--- config.mk ---
export PLATFORM = sky130hd
export DESIGN_NAME = arithUnitTop
export DESIGN_NICKNAME = d
export VERILOG_FILES = /design/src/hdl/arithPkg.sv /design/src/hdl/operandIf.sv /design/src/hdl/addSubUnit.sv /design/src/hdl/arithUnitTop.sv /design/src/hdl/operandControl.sv /design/src/hdl/resultCombiner.sv /design/src/hdl/shiftAddMultiplier.sv
export SDC_FILE = /design/constraint.sdc
export NUM_CORES = 1
export LEC_CHECK = 0
export BUFFER_PORTS_ARGS = -buffer_cell sky130_fd_sc_hd__buf_2
export CORE_MARGIN = 1
export CORE_UTILIZATION = 61
export DETAILED_ROUTE_END_ITERATION = 8
export GPL_TIMING_DRIVEN = 1
export PLACE_DENSITY = 0.8
export RECOVER_POWER = 50
export SYNTH_ARGS = -nofsm -noshare
export SYNTH_HDL_FRONTEND = slang
export SYNTH_SLANG_ARGS = --single-unit
--- constraint.sdc ---
create_clock -name CLK -period 4.2 [get_ports CLK]
set_clock_uncertainty 0.15 [all_clocks]
set_input_delay 0.84 -clock CLK [delete_from_list [all_inputs] [get_ports CLK]]
set_output_delay 0.84 -clock CLK [all_outputs]
set_load 0.02 [all_outputs]
--- src/hdl/arithPkg.sv ---
package arithPkg;

  ////////////////////////////////////////
  // Widths

  // Operand width unless the top level overrides it
  localparam int DefaultDataWidth = 16;

  // Operand or result word
  typedef logic [DefaultDataWidth-1:0] dataT;

  // One multiplier operand, the low half of a word
  typedef logic [DefaultDataWidth/2-1:0] halfT;

  ////////////////////////////////////////
  // Encodings

  // Command opcodes
  typedef enum logic [2:0] {
    opLoadA = 3'd0,
    opLoadB = 3'd1,
    opAdd   = 3'd2,
    opSub   = 3'd3,
    opMul   = 3'd4
  } opT;

  // Shift-and-add multiplier FSM
  typedef enum logic [1:0] {
    mulIdle = 2'd0,
    mulRun  = 2'd1,
    mulDone = 2'd2
  } mulStateT;

endpackage

--- src/hdl/operandIf.sv ---
`timescale 1ns/100ps

interface operandIf #(
  parameter int DataWidth = arithPkg::DefaultDataWidth
);

  // One-cycle pulse that starts the issued command
  logic issue;
  arithPkg::opT op;
  // Operands as they stand after any load
  logic [DataWidth-1:0] opA;
  logic [DataWidth-1:0] opB;
  logic signedMode;

  modport master (
    output issue,
    output op,
    output opA,
    output opB,
    output signedMode
  );

  modport unit (
    input issue,
    input op,
    input opA,
    input opB,
    input signedMode
  );

endinterface

--- src/hdl/addSubUnit.sv ---
`timescale 1ns/100ps

module addSubUnit #(
  parameter int DataWidth = arithPkg::DefaultDataWidth
) (
  input  logic           CLK,
  input  logic           RST,
  operandIf.unit         opBus,
  output logic           addDone,
  output arithPkg::dataT addResult,
  output logic           addOverflow
);

  logic isSub;
  logic start;
  logic [DataWidth-1:0] addend;
  logic [DataWidth:0] sum;
  logic carryOut;
  logic unsignedOvf;
  logic signedOvf;

  assign isSub = opBus.op == arithPkg::opSub;
  assign start = opBus.issue & (isSub | (opBus.op == arithPkg::opAdd));

  // One adder for both, subtract is B + ~A + 1
  assign addend = isSub ? ~opBus.opA : opBus.opA;
  assign sum = {1'b0, opBus.opB} + {1'b0, addend} + (DataWidth + 1)'(isSub);
  assign carryOut = sum[DataWidth];

  // Borrow is the missing carry
  assign unsignedOvf = isSub ? ~carryOut : carryOut;
  // Same input signs but a different result sign
  assign signedOvf = (opBus.opB[DataWidth-1] == addend[DataWidth-1]) &&
                     (sum[DataWidth-1] != opBus.opB[DataWidth-1]);

  always_ff @(posedge CLK)
  begin
    if (RST)
    begin
      addDone <= 1'b0;
    end
    else
    begin
      addDone <= start;
    end
  end

  always_ff @(posedge CLK)
  begin
    if (start)
    begin
      addResult   <= sum[DataWidth-1:0];
      addOverflow <= opBus.signedMode ? signedOvf : unsignedOvf;
    end
  end

endmodule

--- src/hdl/arithUnitTop.sv ---
`timescale 1ns/100ps

module arithUnitTop #(
  parameter int DataWidth = arithPkg::DefaultDataWidth
) (
  input  logic           CLK,
  input  logic           RST,
  input  logic           cmdValid,
  output logic           cmdReady,
  input  arithPkg::opT   cmdOp,
  input  arithPkg::dataT cmdData,
  input  logic           cmdSigned,
  output logic           rspValid,
  input  logic           rspReady,
  output arithPkg::dataT rspData,
  output logic           rspOverflow,
  output logic           rspNegative
);

  logic addDone;
  arithPkg::dataT addResult;
  logic addOverflow;
  logic mulDone;
  arithPkg::dataT mulResult;
  logic wbValid;
  arithPkg::dataT wbData;

  operandIf #(.DataWidth(DataWidth)) opBus ();

  ////////////////////////////////////////
  // Command side

  operandControl #(.DataWidth(DataWidth)) control0 (
    .CLK       (CLK),
    .RST       (RST),
    .cmdValid  (cmdValid),
    .cmdReady  (cmdReady),
    .cmdOp     (cmdOp),
    .cmdData   (cmdData),
    .cmdSigned (cmdSigned),
    .wbValid   (wbValid),
    .wbData    (wbData),
    .opBus     (opBus)
  );

  ////////////////////////////////////////
  // Arithmetic units side by side

  addSubUnit #(.DataWidth(DataWidth)) addSub0 (
    .CLK         (CLK),
    .RST         (RST),
    .opBus       (opBus),
    .addDone     (addDone),
    .addResult   (addResult),
    .addOverflow (addOverflow)
  );

  shiftAddMultiplier #(.DataWidth(DataWidth)) mul0 (
    .CLK       (CLK),
    .RST       (RST),
    .opBus     (opBus),
    .mulDone   (mulDone),
    .mulResult (mulResult)
  );

  ////////////////////////////////////////
  // Response side

  resultCombiner #(.DataWidth(DataWidth)) combiner0 (
    .CLK         (CLK),
    .RST         (RST),
    .rspReady    (rspReady),
    .addDone     (addDone),
    .addResult   (addResult),
    .addOverflow (addOverflow),
    .mulDone     (mulDone),
    .mulResult   (mulResult),
    .opBus       (opBus),
    .rspValid    (rspValid),
    .rspData     (rspData),
    .rspOverflow (rspOverflow),
    .rspNegative (rspNegative),
    .wbValid     (wbValid),
    .wbData      (wbData)
  );

endmodule

--- src/hdl/operandControl.sv ---
`timescale 1ns/100ps

module operandControl #(
  parameter int DataWidth = arithPkg::DefaultDataWidth
) (
  input  logic           CLK,
  input  logic           RST,
  input  logic           cmdValid,
  output logic           cmdReady,
  input  arithPkg::opT   cmdOp,
  input  arithPkg::dataT cmdData,
  input  logic           cmdSigned,
  input  logic           wbValid,
  input  arithPkg::dataT wbData,
  operandIf.master       opBus
);

  logic busy;
  logic cmdAccept;
  logic issueQ;
  arithPkg::opT opQ;
  logic signedQ;
  logic [DataWidth-1:0] regA;
  logic [DataWidth-1:0] regB;

  // Only one command in flight, the next one needs the new B
  assign cmdReady = ~busy;
  assign cmdAccept = cmdValid & ~busy;

  ////////////////////////////////////////
  // Command capture and operand registers

  always_ff @(posedge CLK)
  begin
    if (RST)
    begin
      busy    <= 1'b0;
      issueQ  <= 1'b0;
      opQ     <= arithPkg::opLoadA;
      signedQ <= 1'b0;
      regA    <= '0;
      regB    <= '0;
    end
    else
    begin
      issueQ <= cmdAccept;
      if (cmdAccept)
      begin
        busy    <= 1'b1;
        opQ     <= cmdOp;
        signedQ <= cmdSigned;
        // Loads land here so the issued operands are already updated
        if (cmdOp == arithPkg::opLoadA)
        begin
          regA <= cmdData;
        end
        if (cmdOp == arithPkg::opLoadB)
        begin
          regB <= cmdData;
        end
      end
      else if (wbValid)
      begin
        busy <= 1'b0;
        // LoadA answers with A, B stays as it was
        if (opQ != arithPkg::opLoadA)
        begin
          regB <= wbData;
        end
      end
    end
  end

  ////////////////////////////////////////
  // Issue to the units

  // Held stable until the write-back since nothing changes while busy
  assign opBus.issue      = issueQ;
  assign opBus.op         = opQ;
  assign opBus.opA        = regA;
  assign opBus.opB        = regB;
  assign opBus.signedMode = signedQ;

endmodule

--- src/hdl/resultCombiner.sv ---
`timescale 1ns/100ps

module resultCombiner #(
  parameter int DataWidth = arithPkg::DefaultDataWidth
) (
  input  logic           CLK,
  input  logic           RST,
  input  logic           rspReady,
  input  logic           addDone,
  input  arithPkg::dataT addResult,
  input  logic           addOverflow,
  input  logic           mulDone,
  input  arithPkg::dataT mulResult,
  operandIf.unit         opBus,
  output logic           rspValid,
  output arithPkg::dataT rspData,
  output logic           rspOverflow,
  output logic           rspNegative,
  output logic           wbValid,
  output arithPkg::dataT wbData
);

  logic loadIssue;
  logic capture;
  logic [DataWidth-1:0] nextData;

  // Loads have no unit of their own, they answer on issue
  assign loadIssue = opBus.issue &&
                     (opBus.op == arithPkg::opLoadA || opBus.op == arithPkg::opLoadB);
  assign capture = loadIssue | addDone | mulDone;

  always_comb
  begin
    if (addDone)
    begin
      nextData = addResult;
    end
    else if (mulDone)
    begin
      nextData = mulResult;
    end
    else if (opBus.op == arithPkg::opLoadA)
    begin
      nextData = opBus.opA;
    end
    else
    begin
      nextData = opBus.opB;
    end
  end

  always_ff @(posedge CLK)
  begin
    if (RST)
    begin
      rspValid <= 1'b0;
    end
    else if (capture)
    begin
      rspValid <= 1'b1;
    end
    else if (rspValid && rspReady)
    begin
      rspValid <= 1'b0;
    end
  end

  // Response payload holds under back-pressure
  always_ff @(posedge CLK)
  begin
    if (capture)
    begin
      rspData     <= nextData;
      rspOverflow <= addDone & addOverflow;
      rspNegative <= opBus.signedMode & nextData[DataWidth-1];
    end
  end

  // Control decides from its own op whether B takes this
  assign wbValid = rspValid & rspReady;
  assign wbData  = rspData;

endmodule

--- src/hdl/shiftAddMultiplier.sv ---
`timescale 1ns/100ps

module shiftAddMultiplier #(
  parameter int DataWidth = arithPkg::DefaultDataWidth
) (
  input  logic           CLK,
  input  logic           RST,
  operandIf.unit         opBus,
  output logic           mulDone,
  output arithPkg::dataT mulResult
);

  localparam int HalfWidth = DataWidth / 2;
  localparam int StepWidth = (HalfWidth > 1) ? $clog2(HalfWidth) : 1;

  arithPkg::mulStateT state;
  logic [StepWidth-1:0] stepCnt;
  logic startMul;
  logic lastStep;
  logic [DataWidth-1:0] multiplicand;
  logic [DataWidth-1:0] partial;
  logic [DataWidth-1:0] accum;
  arithPkg::halfT multiplier;

  assign startMul = opBus.issue && (opBus.op == arithPkg::opMul);
  assign lastStep = stepCnt == StepWidth'(HalfWidth - 1);

  // Multiplier shifts right so bit 0 is always the current one
  assign partial = multiplier[0] ? multiplicand : '0;

  ////////////////////////////////////////
  // Step FSM

  always_ff @(posedge CLK)
  begin
    if (RST)
    begin
      state   <= arithPkg::mulIdle;
      stepCnt <= '0;
    end
    else
    begin
      case (state)
        arithPkg::mulIdle:
        begin
          stepCnt <= '0;
          if (startMul)
          begin
            state <= arithPkg::mulRun;
          end
        end
        arithPkg::mulRun:
        begin
          stepCnt <= stepCnt + 1'b1;
          if (lastStep)
          begin
            state <= arithPkg::mulDone;
          end
        end
        default:
        begin
          state <= arithPkg::mulIdle;
        end
      endcase
    end
  end

  ////////////////////////////////////////
  // Datapath

  always_ff @(posedge CLK)
  begin
    if (state == arithPkg::mulIdle && startMul)
    begin
      // Sign-extend the multiplicand in signed mode
      multiplicand <= {{HalfWidth{opBus.signedMode & opBus.opA[HalfWidth-1]}},
                       opBus.opA[HalfWidth-1:0]};
      multiplier   <= opBus.opB[HalfWidth-1:0];
      accum        <= '0;
    end
    else if (state == arithPkg::mulRun)
    begin
      // Sign bit of the multiplier weighs negative
      if (lastStep && opBus.signedMode)
      begin
        accum <= accum - partial;
      end
      else
      begin
        accum <= accum + partial;
      end
      multiplicand <= multiplicand << 1;
      multiplier   <= multiplier >> 1;
    end
  end

  assign mulDone   = state == arithPkg::mulDone;
  assign mulResult = accum;

endmodule
======== After elaboration in Yosys (flattened, before gate mapping) ========
Cells that the tools add are included.
Widths: inputs -> output; s select.
storage, ports and cells
  flip-flop bits (word level) ............. 120
  output and inout bits ................... 20
operators by class
  add/subtract/negate cells ............... 5
  equality and inequality tests ........... 13
  mux-type cells .......................... 24
  bitwise operators ....................... 12
  reductions and logical operators ........ 19
operator list
  kind                 number
  $mux 16              12
  $add 16x16->17       1
  $add 17x1->17        1
  $add 16x16->16       1
  $mux 8               2
  $not 16->16          1
  $sub 16x16->16       1
  $reduce_bool 2->1    5
  $and 1x1->1          6
  $eq 3x1->1 const B   2
  $eq 3x2->1 const B   2
  $eq 3x3->1 const B   2
  $logic_and 1x1->1    6
  $logic_not 3->1      2
  $mux 1               6
  $pmux 3 s2           1
  $mux 2               2
  $ne 2x1->1 const B   2
  $pmux 2 s2           1
  $reduce_and 2->1     2
  $add 3x1->3 const B  1
  $or 1x1->1           3
  $reduce_and 3->1     1
  $reduce_bool 3->1    1
  other kinds (8)      9

======== Logic depth before layout (Yosys ltp) ========
Gate-level depths: netlist of the first run.
  word-level depth ........................ 7
  gate-level depth with buffers ........... 17
  depth with buffers taken out ............ 15

======== Modules after synthesis ========
From an unflattened synthesis of the first run, not the netlist that was laid out.
second synthesis, totals
  cells, all modules ...................... 772
  area total of the unflattened synthesis .. 7083.0 µm²
by module, submodules not included
  module              instances  cells an instance  area each (µm²)  sequential area each (µm²)
  shiftAddMultiplier  1          331                2830.2           1141.1
  operandControl      1          166                1586.5           760.7
  addSubUnit          1          155                1537.7           530.5
  resultCombiner      1          120                1128.6           560.5

======== Worst setup path after synthesis of the first run ========
OpenSTA, ideal clock, no wires.
  path type ............................... reg-to-reg
  start ................................... reg mul0.multiplicand[4]
  end ..................................... reg mul0.accum[15], in the netlist mul0.mulResult[15]
  library setup time ...................... 0.072 ns
  data arrival time ....................... 3.639 ns
  data required time ...................... 3.978 ns
  path slack .............................. 0.339 ns
  cell stages (with the launch flop) ...... 15
  path buffers ............................ 0
  period minus slack after synthesis ...... 3.861 ns
  cell sequence ........................... edfxtp_1 or4_4 or4_4 or4_1 o31ai_2 xnor2_1 nand2_1 ha_1 a21oi_1 o21ai_0 inv_1 o31ai_1 a2111o_1 o21ai_2 mux2i_1
between the ends
  word-level cells in the longest chain between the ends .. 3
  elaborated cells between the ends (all ways) .. 4
  classes of those cells .................. 2 x add/sub; 2 x mux
ends and longest elaborated chain
  what                                              RTL line                                            RTL
  start, declared                                   shiftAddMultiplier.sv:20                            logic [DataWidth-1:0] multiplicand;
  start signal, assigned                            shiftAddMultiplier.sv:76                            multiplicand <= {{HalfWidth{opBus.signedMode & opBus.opA[HalfWidth-1]}},
  start signal, assigned                            shiftAddMultiplier.sv:92                            multiplicand <= multiplicand << 1;
  $mux 16 *                                         shiftAddMultiplier.sv:29                            assign partial = multiplier[0] ? multiplicand : '0;
  $add 16x16->16 or $sub 16x16->16 (tied branches)  shiftAddMultiplier.sv:90, shiftAddMultiplier.sv:86
  $mux 16 *                                         shiftAddMultiplier.sv:84                            if (lastStep && opBus.signedMode)
  end signal, assigned                              shiftAddMultiplier.sv:86                            accum <= accum - partial;
  end signal, assigned                              shiftAddMultiplier.sv:90                            accum <= accum + partial;
  end, declared                                     shiftAddMultiplier.sv:22                            logic [DataWidth-1:0] accum;
Every way passes the cells marked *; elsewhere a longest branch is shown, timed or not.
A chain may end at the register's enable or synchronous reset.

======== Worst setup path in the final report of the first run ========
  start ................................... reg mul0.multiplicand[3]
  end ..................................... reg mul0.accum[15], in the netlist mul0.mulResult[15]
The elaborated chain is that of the path after synthesis.

==> qor.txt, run 1 <==
Gate Count Post-Synth -> 713
DR vias -> 5553
Ys flop type -> dfxtp_1
H-tree levels -> 4
Residual DRC -> 0
Final non-filler cell area -> 7710 µm²
Share of power burned in registers -> 40.3%
Antenna diodes -> 0
Final TNS setup -> 0 ns
Final Cycle Share -> 94.8%
Sw Pwr -> 1.07 mW
Yosys warns -> 0
Synth async-reset ratio -> 0%
Worst hold margin -> 0.338 ns
Non-Filler Instances -> 906
Final setup vio count -> 0
Initial core utilization -> 62.8%
Seq/Total Area, Yosys -> 43.8%
Distinct cell type count after synthesis -> 54
Cell Rows -> 38
Vias in the first global route -> 5517
Crit path required time -> 4.50 ns
RSZ-0062 raised after global routing -> no
Worst slew pin tran -> 2.20 ns
Worst Setup End Kind -> register
CTS Root Cell -> clkbuf_8
Worst hold path class -> reg2reg
Clock power frac -> 36.1%
Layout Utilization -> 70.8%
Area Growth Syn to Fin -> 12.8%
Placed cells -> 873
ANT nets after route -> 0
WS Path Type -> reg2reg
Total CTS buffers -> 17
First-pass GRT wire length -> 27.0 mm
Mapped Area -> 6840 µm²
Final #Nets -> 813
Pwr/cell area -> 466 nW/µm²
Status -> complete, but fails checks
Post-DP HPWL -> 11.4 mm
Post-Syn Nets -> 773
Number of max-cap violations -> 3
Min Tclk post-route -> 3.98 ns
Clk pin slew, worst setup/hold paths -> 0.06 ns
EDFF count, synth -> 59
LEAKAGE -> 3.11 nW
Die Y-Extent -> 108 µm
Die ar. -> 11600 µm²
DR iter-0 viols -> 410
Core area -> 10900 µm²
Placer congestion estimate -> 0.954
Largest net degree at the start of global routing -> 46
Vias per std cell -> 6.13
Clock tree sinks -> 120
Drt wl/cell -> 18.5 µm
Later-pin clock latency in the skew report -> 0.53 ns
Slew HR -> -46.6%
Area after DPL -> 7200 µm²
Failing checks -> max-capacitance violations, max-slew violations
I/O pin cnt -> 44
Mean post-synth cell area -> 9.59 µm²
Comb pwr share -> 23.6%
CP startpoint kind -> register
Pins Over Slew Limit -> 120
Initial antenna violation count -> 0
Sw Ratio -> 29.8%
Share of layout cells above drive strength 1 -> 12.1%
Drt first pass iters -> 5
Multi-input combinational cell area -> 3690 µm²
# fillers -> 827
Final Hold Violating Endpoints -> 0
Overall Global Routing Usage -> 30.9%
Internal power -> 2.52 mW
GR Overflow Total -> 0
Worst vdd ir -> 0.000420 V
#FFs+latches synth -> 120
Total Wirelength -> 16.7 mm
CP Data Arrival Time -> 4.28 ns
Worst-case clock buffer depth -> 2
Die width -> 108 µm
Storage cell area -> 2990 µm²
Port buffer count -> 43
F_max -> 251 MHz
Worst Path Max Fanout -> 6
CTS tree -> built
==> placed cells by master, fill, tap and decap left out, types with 17 or more instances in the layout <==
master,instances
buf_2,33
o21ai_0,28
nor2_1,56
mux2i_1,39
edfxtp_1,59
xnor2_1,35
a21oi_1,62
ha_1,33
a211oi_1,36
clkbuf_1,22
nand3_1,21
nor2b_1,22
dfxtp_1,61
a21o_1,17
nand2_1,77
==> repair_timing <==
action / in CTS / in global routing
hold endpoints to repair: 0 / 0
endpoints found under the setup margin: 0 / 1
setup buffers: 0 / 1
hold buffers: 0 / 0
gates resized for setup: 0 / 4
==> kinds of logic (layout without fill, tap and decap cells) <==
logic type | after synthesis | in the layout | synth area share, %
flops | 120 | 120 | 43.8
buf+inv | 49 | 102 | 2.69
xor+xnor | 48 | 48 | 6.15
fa+ha+maj | 36 | 36 | 6.81
compound gates | 182 | 182 | 16.9
mux | 53 | 53 | 8.01
simple gates | 225 | 225 | 15.6
==> routing by layer <==
layer | global-route usage, % | up-vias | routed length (µm)
li1 | - | 2676 | -
met1 | 36.8 | 2683 | 7070
met2 | 53.9 | 161 | 8340
met3 | 6.72 | 33 | 878
met4 | 12.2 | 0 | 427
met5 | 0 | - | 0
==> registers in the layout, indices dropped and copies added (netlist names), 2 cells and up <==
| name | cells |
|---|---|
| addSub0.addResult | 16 |
| combiner0.rspData | 16 |
| control0.opBus.op | 3 |
| control0.opBus.opA | 16 |
| control0.opBus.opB | 16 |
| mul0.mulResult | 16 |
| mul0.multiplicand | 16 |
| mul0.multiplier | 8 |
| mul0.state | 2 |
| mul0.stepCnt | 3 |
==> worst max-delay path, stage by stage (launching register included) <==
cell,delay (ns)
edfxtp_1,0.43
or4_4,0.53
or4_4,0.52
or4_4,0.44
o31ai_2,0.25
xnor2_1,0.15
nand2_1,0.07
ha_2,0.32
a21oi_2,0.13
o21ai_1,0.09
inv_1,0.06
o31ai_1,0.07
a2111o_1,0.43
o21ai_2,0.07
mux2i_1,0.19
==> per-stage QoR <==
stage          setup WS, ns  total power, mW
2_1_floorplan         0.339             2.07
3_3_place_gp          0.219             2.25
3_5_place_dp         0.0850             2.28
4_1_cts              0.0862             3.58
5_1_grt             0.00312             3.75
6_report              0.217             3.59
==> Yosys cell counts (all sizes together) (2+ instances only) <==
library cell  count  area [µm²]
a22oi             3        22.5
a31oi             4        25.0
nor3b             2        15.0
o31ai             3        27.5
xnor2            35         307
edfxtp           59        1770
nand3            21         105
or3               2        12.5
a21oi            63         315
a311oi            2        17.5
o21a              5        37.5
o311ai            3        26.3
o21ai            32         168
nand2b           11        68.8
dfxtp            61        1220
clkbuf           31         116
inv              15        56.3
buf               3        11.3
mux2             14         158
nand2            77         289
nor2b            22         138
o21bai            2        15.0
or2               3        18.8
o22a              2        17.5
mux2i            39         390
ha               34         425
a211oi           36         270
nand4             3        18.8
and2              6        37.5
nor2             56         210
nor3              9        50.1
xor2             13         114
a21o             17         128
or4               8        67.6
fa                2        40.0
==> power by group through the flow <==
stage / clock network, mW / registers, mW / logic [mW]
after floorplan: 0 / 1.44 / 0.637
after global placement: 0 / 1.46 / 0.791
after detailed placement: 0 / 1.46 / 0.822
after CTS: 1.31 / 1.44 / 0.833
after global routing: 1.36 / 1.46 / 0.942
final: 1.30 / 1.45 / 0.848
==> cell type report <==
class / instances / area share [%]
Tap cell: 140 / 2.27
Timing Repair Buffer: 55 / 3.65
Multi-Input combinational cell: 544 / 47.8
Clock inverter: 4 / 0.568
Clock buffer: 28 / 6.16
Sequential cell: 120 / 38.8
Inverter: 15 / 0.730
==> path summary, 6_finish.rpt <==
| path | startpoint | end | slack, ns | cells past startpoint |
|---|---|---|---|---|
| setup / recovery | mul0.multiplicand[3] | mul0.mulResult[15] | 0.22 | 14 |
| hold / removal | control0.opBus.opA[15] | control0.opBus.opA[15] | 0.34 | 2 |
| setup reg to reg | mul0.multiplicand[3] | mul0.mulResult[15] | 0.22 | 14 |
| hold reg to reg | control0.opBus.opA[15] | control0.opBus.opA[15] | 0.34 | 2 |
No activity file was read; power rests on OpenSTA's default activity.
==> inputs of run 2 (changes only) <==
--- a/config.mk
+++ b/config.mk
@@ -12,6 +12,7 @@
 export GPL_TIMING_DRIVEN = 1
 export PLACE_DENSITY = 0.8
 export RECOVER_POWER = 50
+export REMOVE_ABC_BUFFERS = 1
 export SYNTH_ARGS = -nofsm -noshare
 export SYNTH_HDL_FRONTEND = slang
 export SYNTH_SLANG_ARGS = --single-unit
==> run 2 against run 1 <==
  * Hold slack got worse by 0.013 ns
  * Combinational power barely moved
  * Clock power rose by 12%
  * Wire length fell by 0.52%
  * Non-clock buffer count fell by 2
  * Setup slack improved by 0.031 ns
  * Sequential cell count did not move
  * Via count rose by 1.4%
  * The flow still finishes with violations (max-capacitance violations, max-slew violations)
  * Utilization rose by 0.24 points
  * Sequential power barely moved
  * Final cell count fell by 0.22%
  * Largest power group is now clock
==> qor.txt, run 2 (synthesized netlist as in run 1, its figures left out) <==
Drt wl/cell -> 18.4 µm (-0.30%)
R2R depth -> 14 (unchanged)
Comb pwr share -> 22.7% (-0.9 points)
Placer congestion estimate -> 0.891 (-6.5%)
Worst-case clock buffer depth -> 2 (unchanged)
WS Path Type -> reg2reg
Die width -> 108 µm (unchanged)
DR iter-0 viols -> 404 (-1.5%)
Worst Setup End Kind -> register
Final non-filler cell area -> 7740 µm² (+0.34%)
CP startpoint -> mul0.multiplicand[5]
Total CTS buffers -> 17 (unchanged)
Worst vdd ir -> 0.000298 V (-29%)
I/O pin cnt -> 44 (unchanged)
R2R Path End -> mul0.mulResult[15]
Reg2reg start -> mul0.multiplicand[5]
Met3 Wirelength -> 1.06 mm (+21%)
Final #Nets -> 811 (-0.25%)
Overall Global Routing Usage -> 30.7% (-0.17 points)
Area after DPL -> 7200 µm² (-0.10%)
CTS Root Cell -> clkbuf_8
ANT nets after route -> 0 (unchanged)
R2R setup slack -> 0.25 ns (+0.03 ns)
Worst slew pin tran -> 2.12 ns (-0.0817 ns)
Final setup vio count -> 0 (unchanged)
Initial core utilization -> 62.8% (unchanged)
Worst hold path class -> reg2reg
PostCTS Resize Cnt -> 0 (unchanged)
Crit path cell chain -> or4_4 > or4_4 > or4_4 > o31ai_2 > xnor2_1 > nand2_1 > ha_2 > a21oi_1 > o21ai_1 > inv_1 > o31ai_1 > a2111o_1 > o21ai_2 > mux2i_1
Worst Path Max Fanout -> 6 (unchanged)
Most common cell after layout, fill and taps aside -> nand2_1
Internal power -> 2.64 mW (+4.6%)
Post-DP HPWL -> 11.3 mm (-0.59%)
Antenna diodes -> 0 (unchanged)
Slew HR -> -41.2% (+5.4 points)
CP startpoint kind -> register
Commonest cells after routing, fill and taps aside -> 77 x nand2_1, 63 x a21oi_1, 61 x dfxtp_1, 59 x edfxtp_1, 56 x nor2_1
CP Data Arrival Time -> 4.26 ns (-0.02 ns)
CP Capture Point -> mul0.mulResult[15]
GR Overflow Total -> 0 (unchanged)
DR vias -> 5628 (+1.4%)
Cell Rows -> 38 (unchanged)
RSZ-0062 raised after global routing -> no
H-tree levels -> 4 (unchanged)
# hold bufs at CTS -> 0 (unchanged)
Min Tclk post-route -> 3.95 ns (-0.0315 ns)
Sw Ratio -> 29.3% (-0.42 points)
Port buffer count -> 43 (unchanged)
Crit path required time -> 4.51 ns (about the same)
CTS tree -> built
Total Wirelength -> 16.6 mm (-0.52%)
Final Cycle Share -> 94.1% (-0.75 points)
Sw Pwr -> 1.10 mW (+2.5%)
Met1 WL -> 7.27 mm (+2.8%)
Clock tree sinks -> 120 (unchanged)
Top sig layer -> met4
WP depth -> 14 (unchanged)
F_max -> 253 MHz (+0.80%)
Pins Over Slew Limit -> 86 (-28%)
Clock power frac -> 38.8% (+2.7 points)
Core area -> 10900 µm² (unchanged)
Largest net degree at the start of global routing -> 46 (unchanged)
Area Growth Syn to Fin -> 13.2%
Failing checks -> max-capacitance violations, max-slew violations
# fillers -> 784 (-5.2%)
CP Buf/Inv Count -> 1 (unchanged)
LEAKAGE -> 3.11 nW (about the same)
Vias per std cell -> 6.23 (+1.6%)
Initial antenna violation count -> 0 (unchanged)
Pwr/cell area -> 483 nW/µm² (+3.6%)
Met2 WL -> 7.87 mm (-5.6%)
Number of max-cap violations -> 2 (-1)
Clk pin slew, worst setup/hold paths -> 0.06 ns (about the same)
Final Hold Violating Endpoints -> 0 (unchanged)
Later-pin clock latency in the skew report -> 0.53 ns (about the same)
Residual DRC -> 0 (unchanged)
Share of layout cells above drive strength 1 -> 11.1% (-1.0 points)
Die ar. -> 11600 µm² (unchanged)
Post-CTS setup buffers -> 0 (unchanged)
Worst path slowest cell -> or4_4
Drt first pass iters -> 5 (unchanged)
First-pass GRT wire length -> 26.9 mm (-0.51%)
Crit-path most repeated cell -> or4_4
Final TNS setup -> 0 ns (unchanged)
Vias in the first global route -> 5518 (+0.018%)
Die Y-Extent -> 108 µm (unchanged)
Share of power burned in registers -> 38.6% (-1.7 points)
Status -> complete, but fails checks
CP delay by family, top -> simple AND/OR/NAND/NOR gates
Critical path's largest stage delay -> 0.57 ns (+0.04 ns)
## run 2: power groups by stage
| stage | Sequential (mW) | Combinational (mW) | Clock (mW) |
|---|---|---|---|
| floorplan | 1.44 | 0.627 | 0 |
| global placement | 1.45 | 0.780 | 0 |
| detailed placement | 1.46 | 0.819 | 0 |
| CTS | 1.44 | 0.835 | 1.46 |
| global route | 1.45 | 0.944 | 1.50 |
| finish | 1.44 | 0.847 | 1.45 |
## run 2: cell type report
type                       count  area (µm²)  share of cell area [%]
tap                          140         175                    2.26
timing repair buffer          53         255                    3.30
inverter                      15        56.3                   0.727
sequential                   120        2990                    38.7
clock inverter                 9         123                    1.58
clock buffer                  23         457                    5.90
multi-input combinational    544        3680                    47.6
## run 2: worst register-to-register path, stage by stage (launching register included)
cell and delay, ns:
edfxtp_1 0.42, or4_4 0.57, or4_4 0.53, or4_4 0.45
o31ai_2 0.21, xnor2_1 0.15, nand2_1 0.07, ha_2 0.31
a21oi_1 0.12, o21ai_1 0.09, inv_1 0.06, o31ai_1 0.08
a2111o_1 0.40, o21ai_2 0.07, mux2i_1 0.19
## run 2: worst min path at each step
stage,startpoint,endpoint,depth (start not counted)
2_1_floorplan,mul0.mulResult[15],mul0.mulResult[15],1
3_3_place_gp,control0.busy,control0.busy,2
3_5_place_dp,mul0.mulResult[15],mul0.mulResult[15],1
4_1_cts,mul0.mulResult[15],mul0.mulResult[15],1
5_1_grt,mul0.mulResult[15],mul0.mulResult[15],1
6_report,mul0.mulResult[15],mul0.mulResult[15],1
## run 2: through the flow
stage          worst slack (ns)  utilization (%)  std cells  hold WS, ns  power, mW
2_1_floorplan             0.330                -        679        0.279       2.06
4_1_cts                  0.0868             71.4        904        0.326       3.73
5_1_grt                  0.0379             71.1        904        0.350       3.90
3_5_place_dp              0.107             66.1        872        0.314       2.27
3_3_place_gp              0.204             66.1        872        0.294       2.23
6_report                  0.248             71.1        904        0.324       3.73
## run 2: metal layers
layer | up-vias | global-route usage [%]
met4 | 0 | 13.2
met3 | 47 | 6.84
li1 | 2677 | -
met2 | 228 | 50.0
met1 | 2676 | 39.1
met5 | - | 0
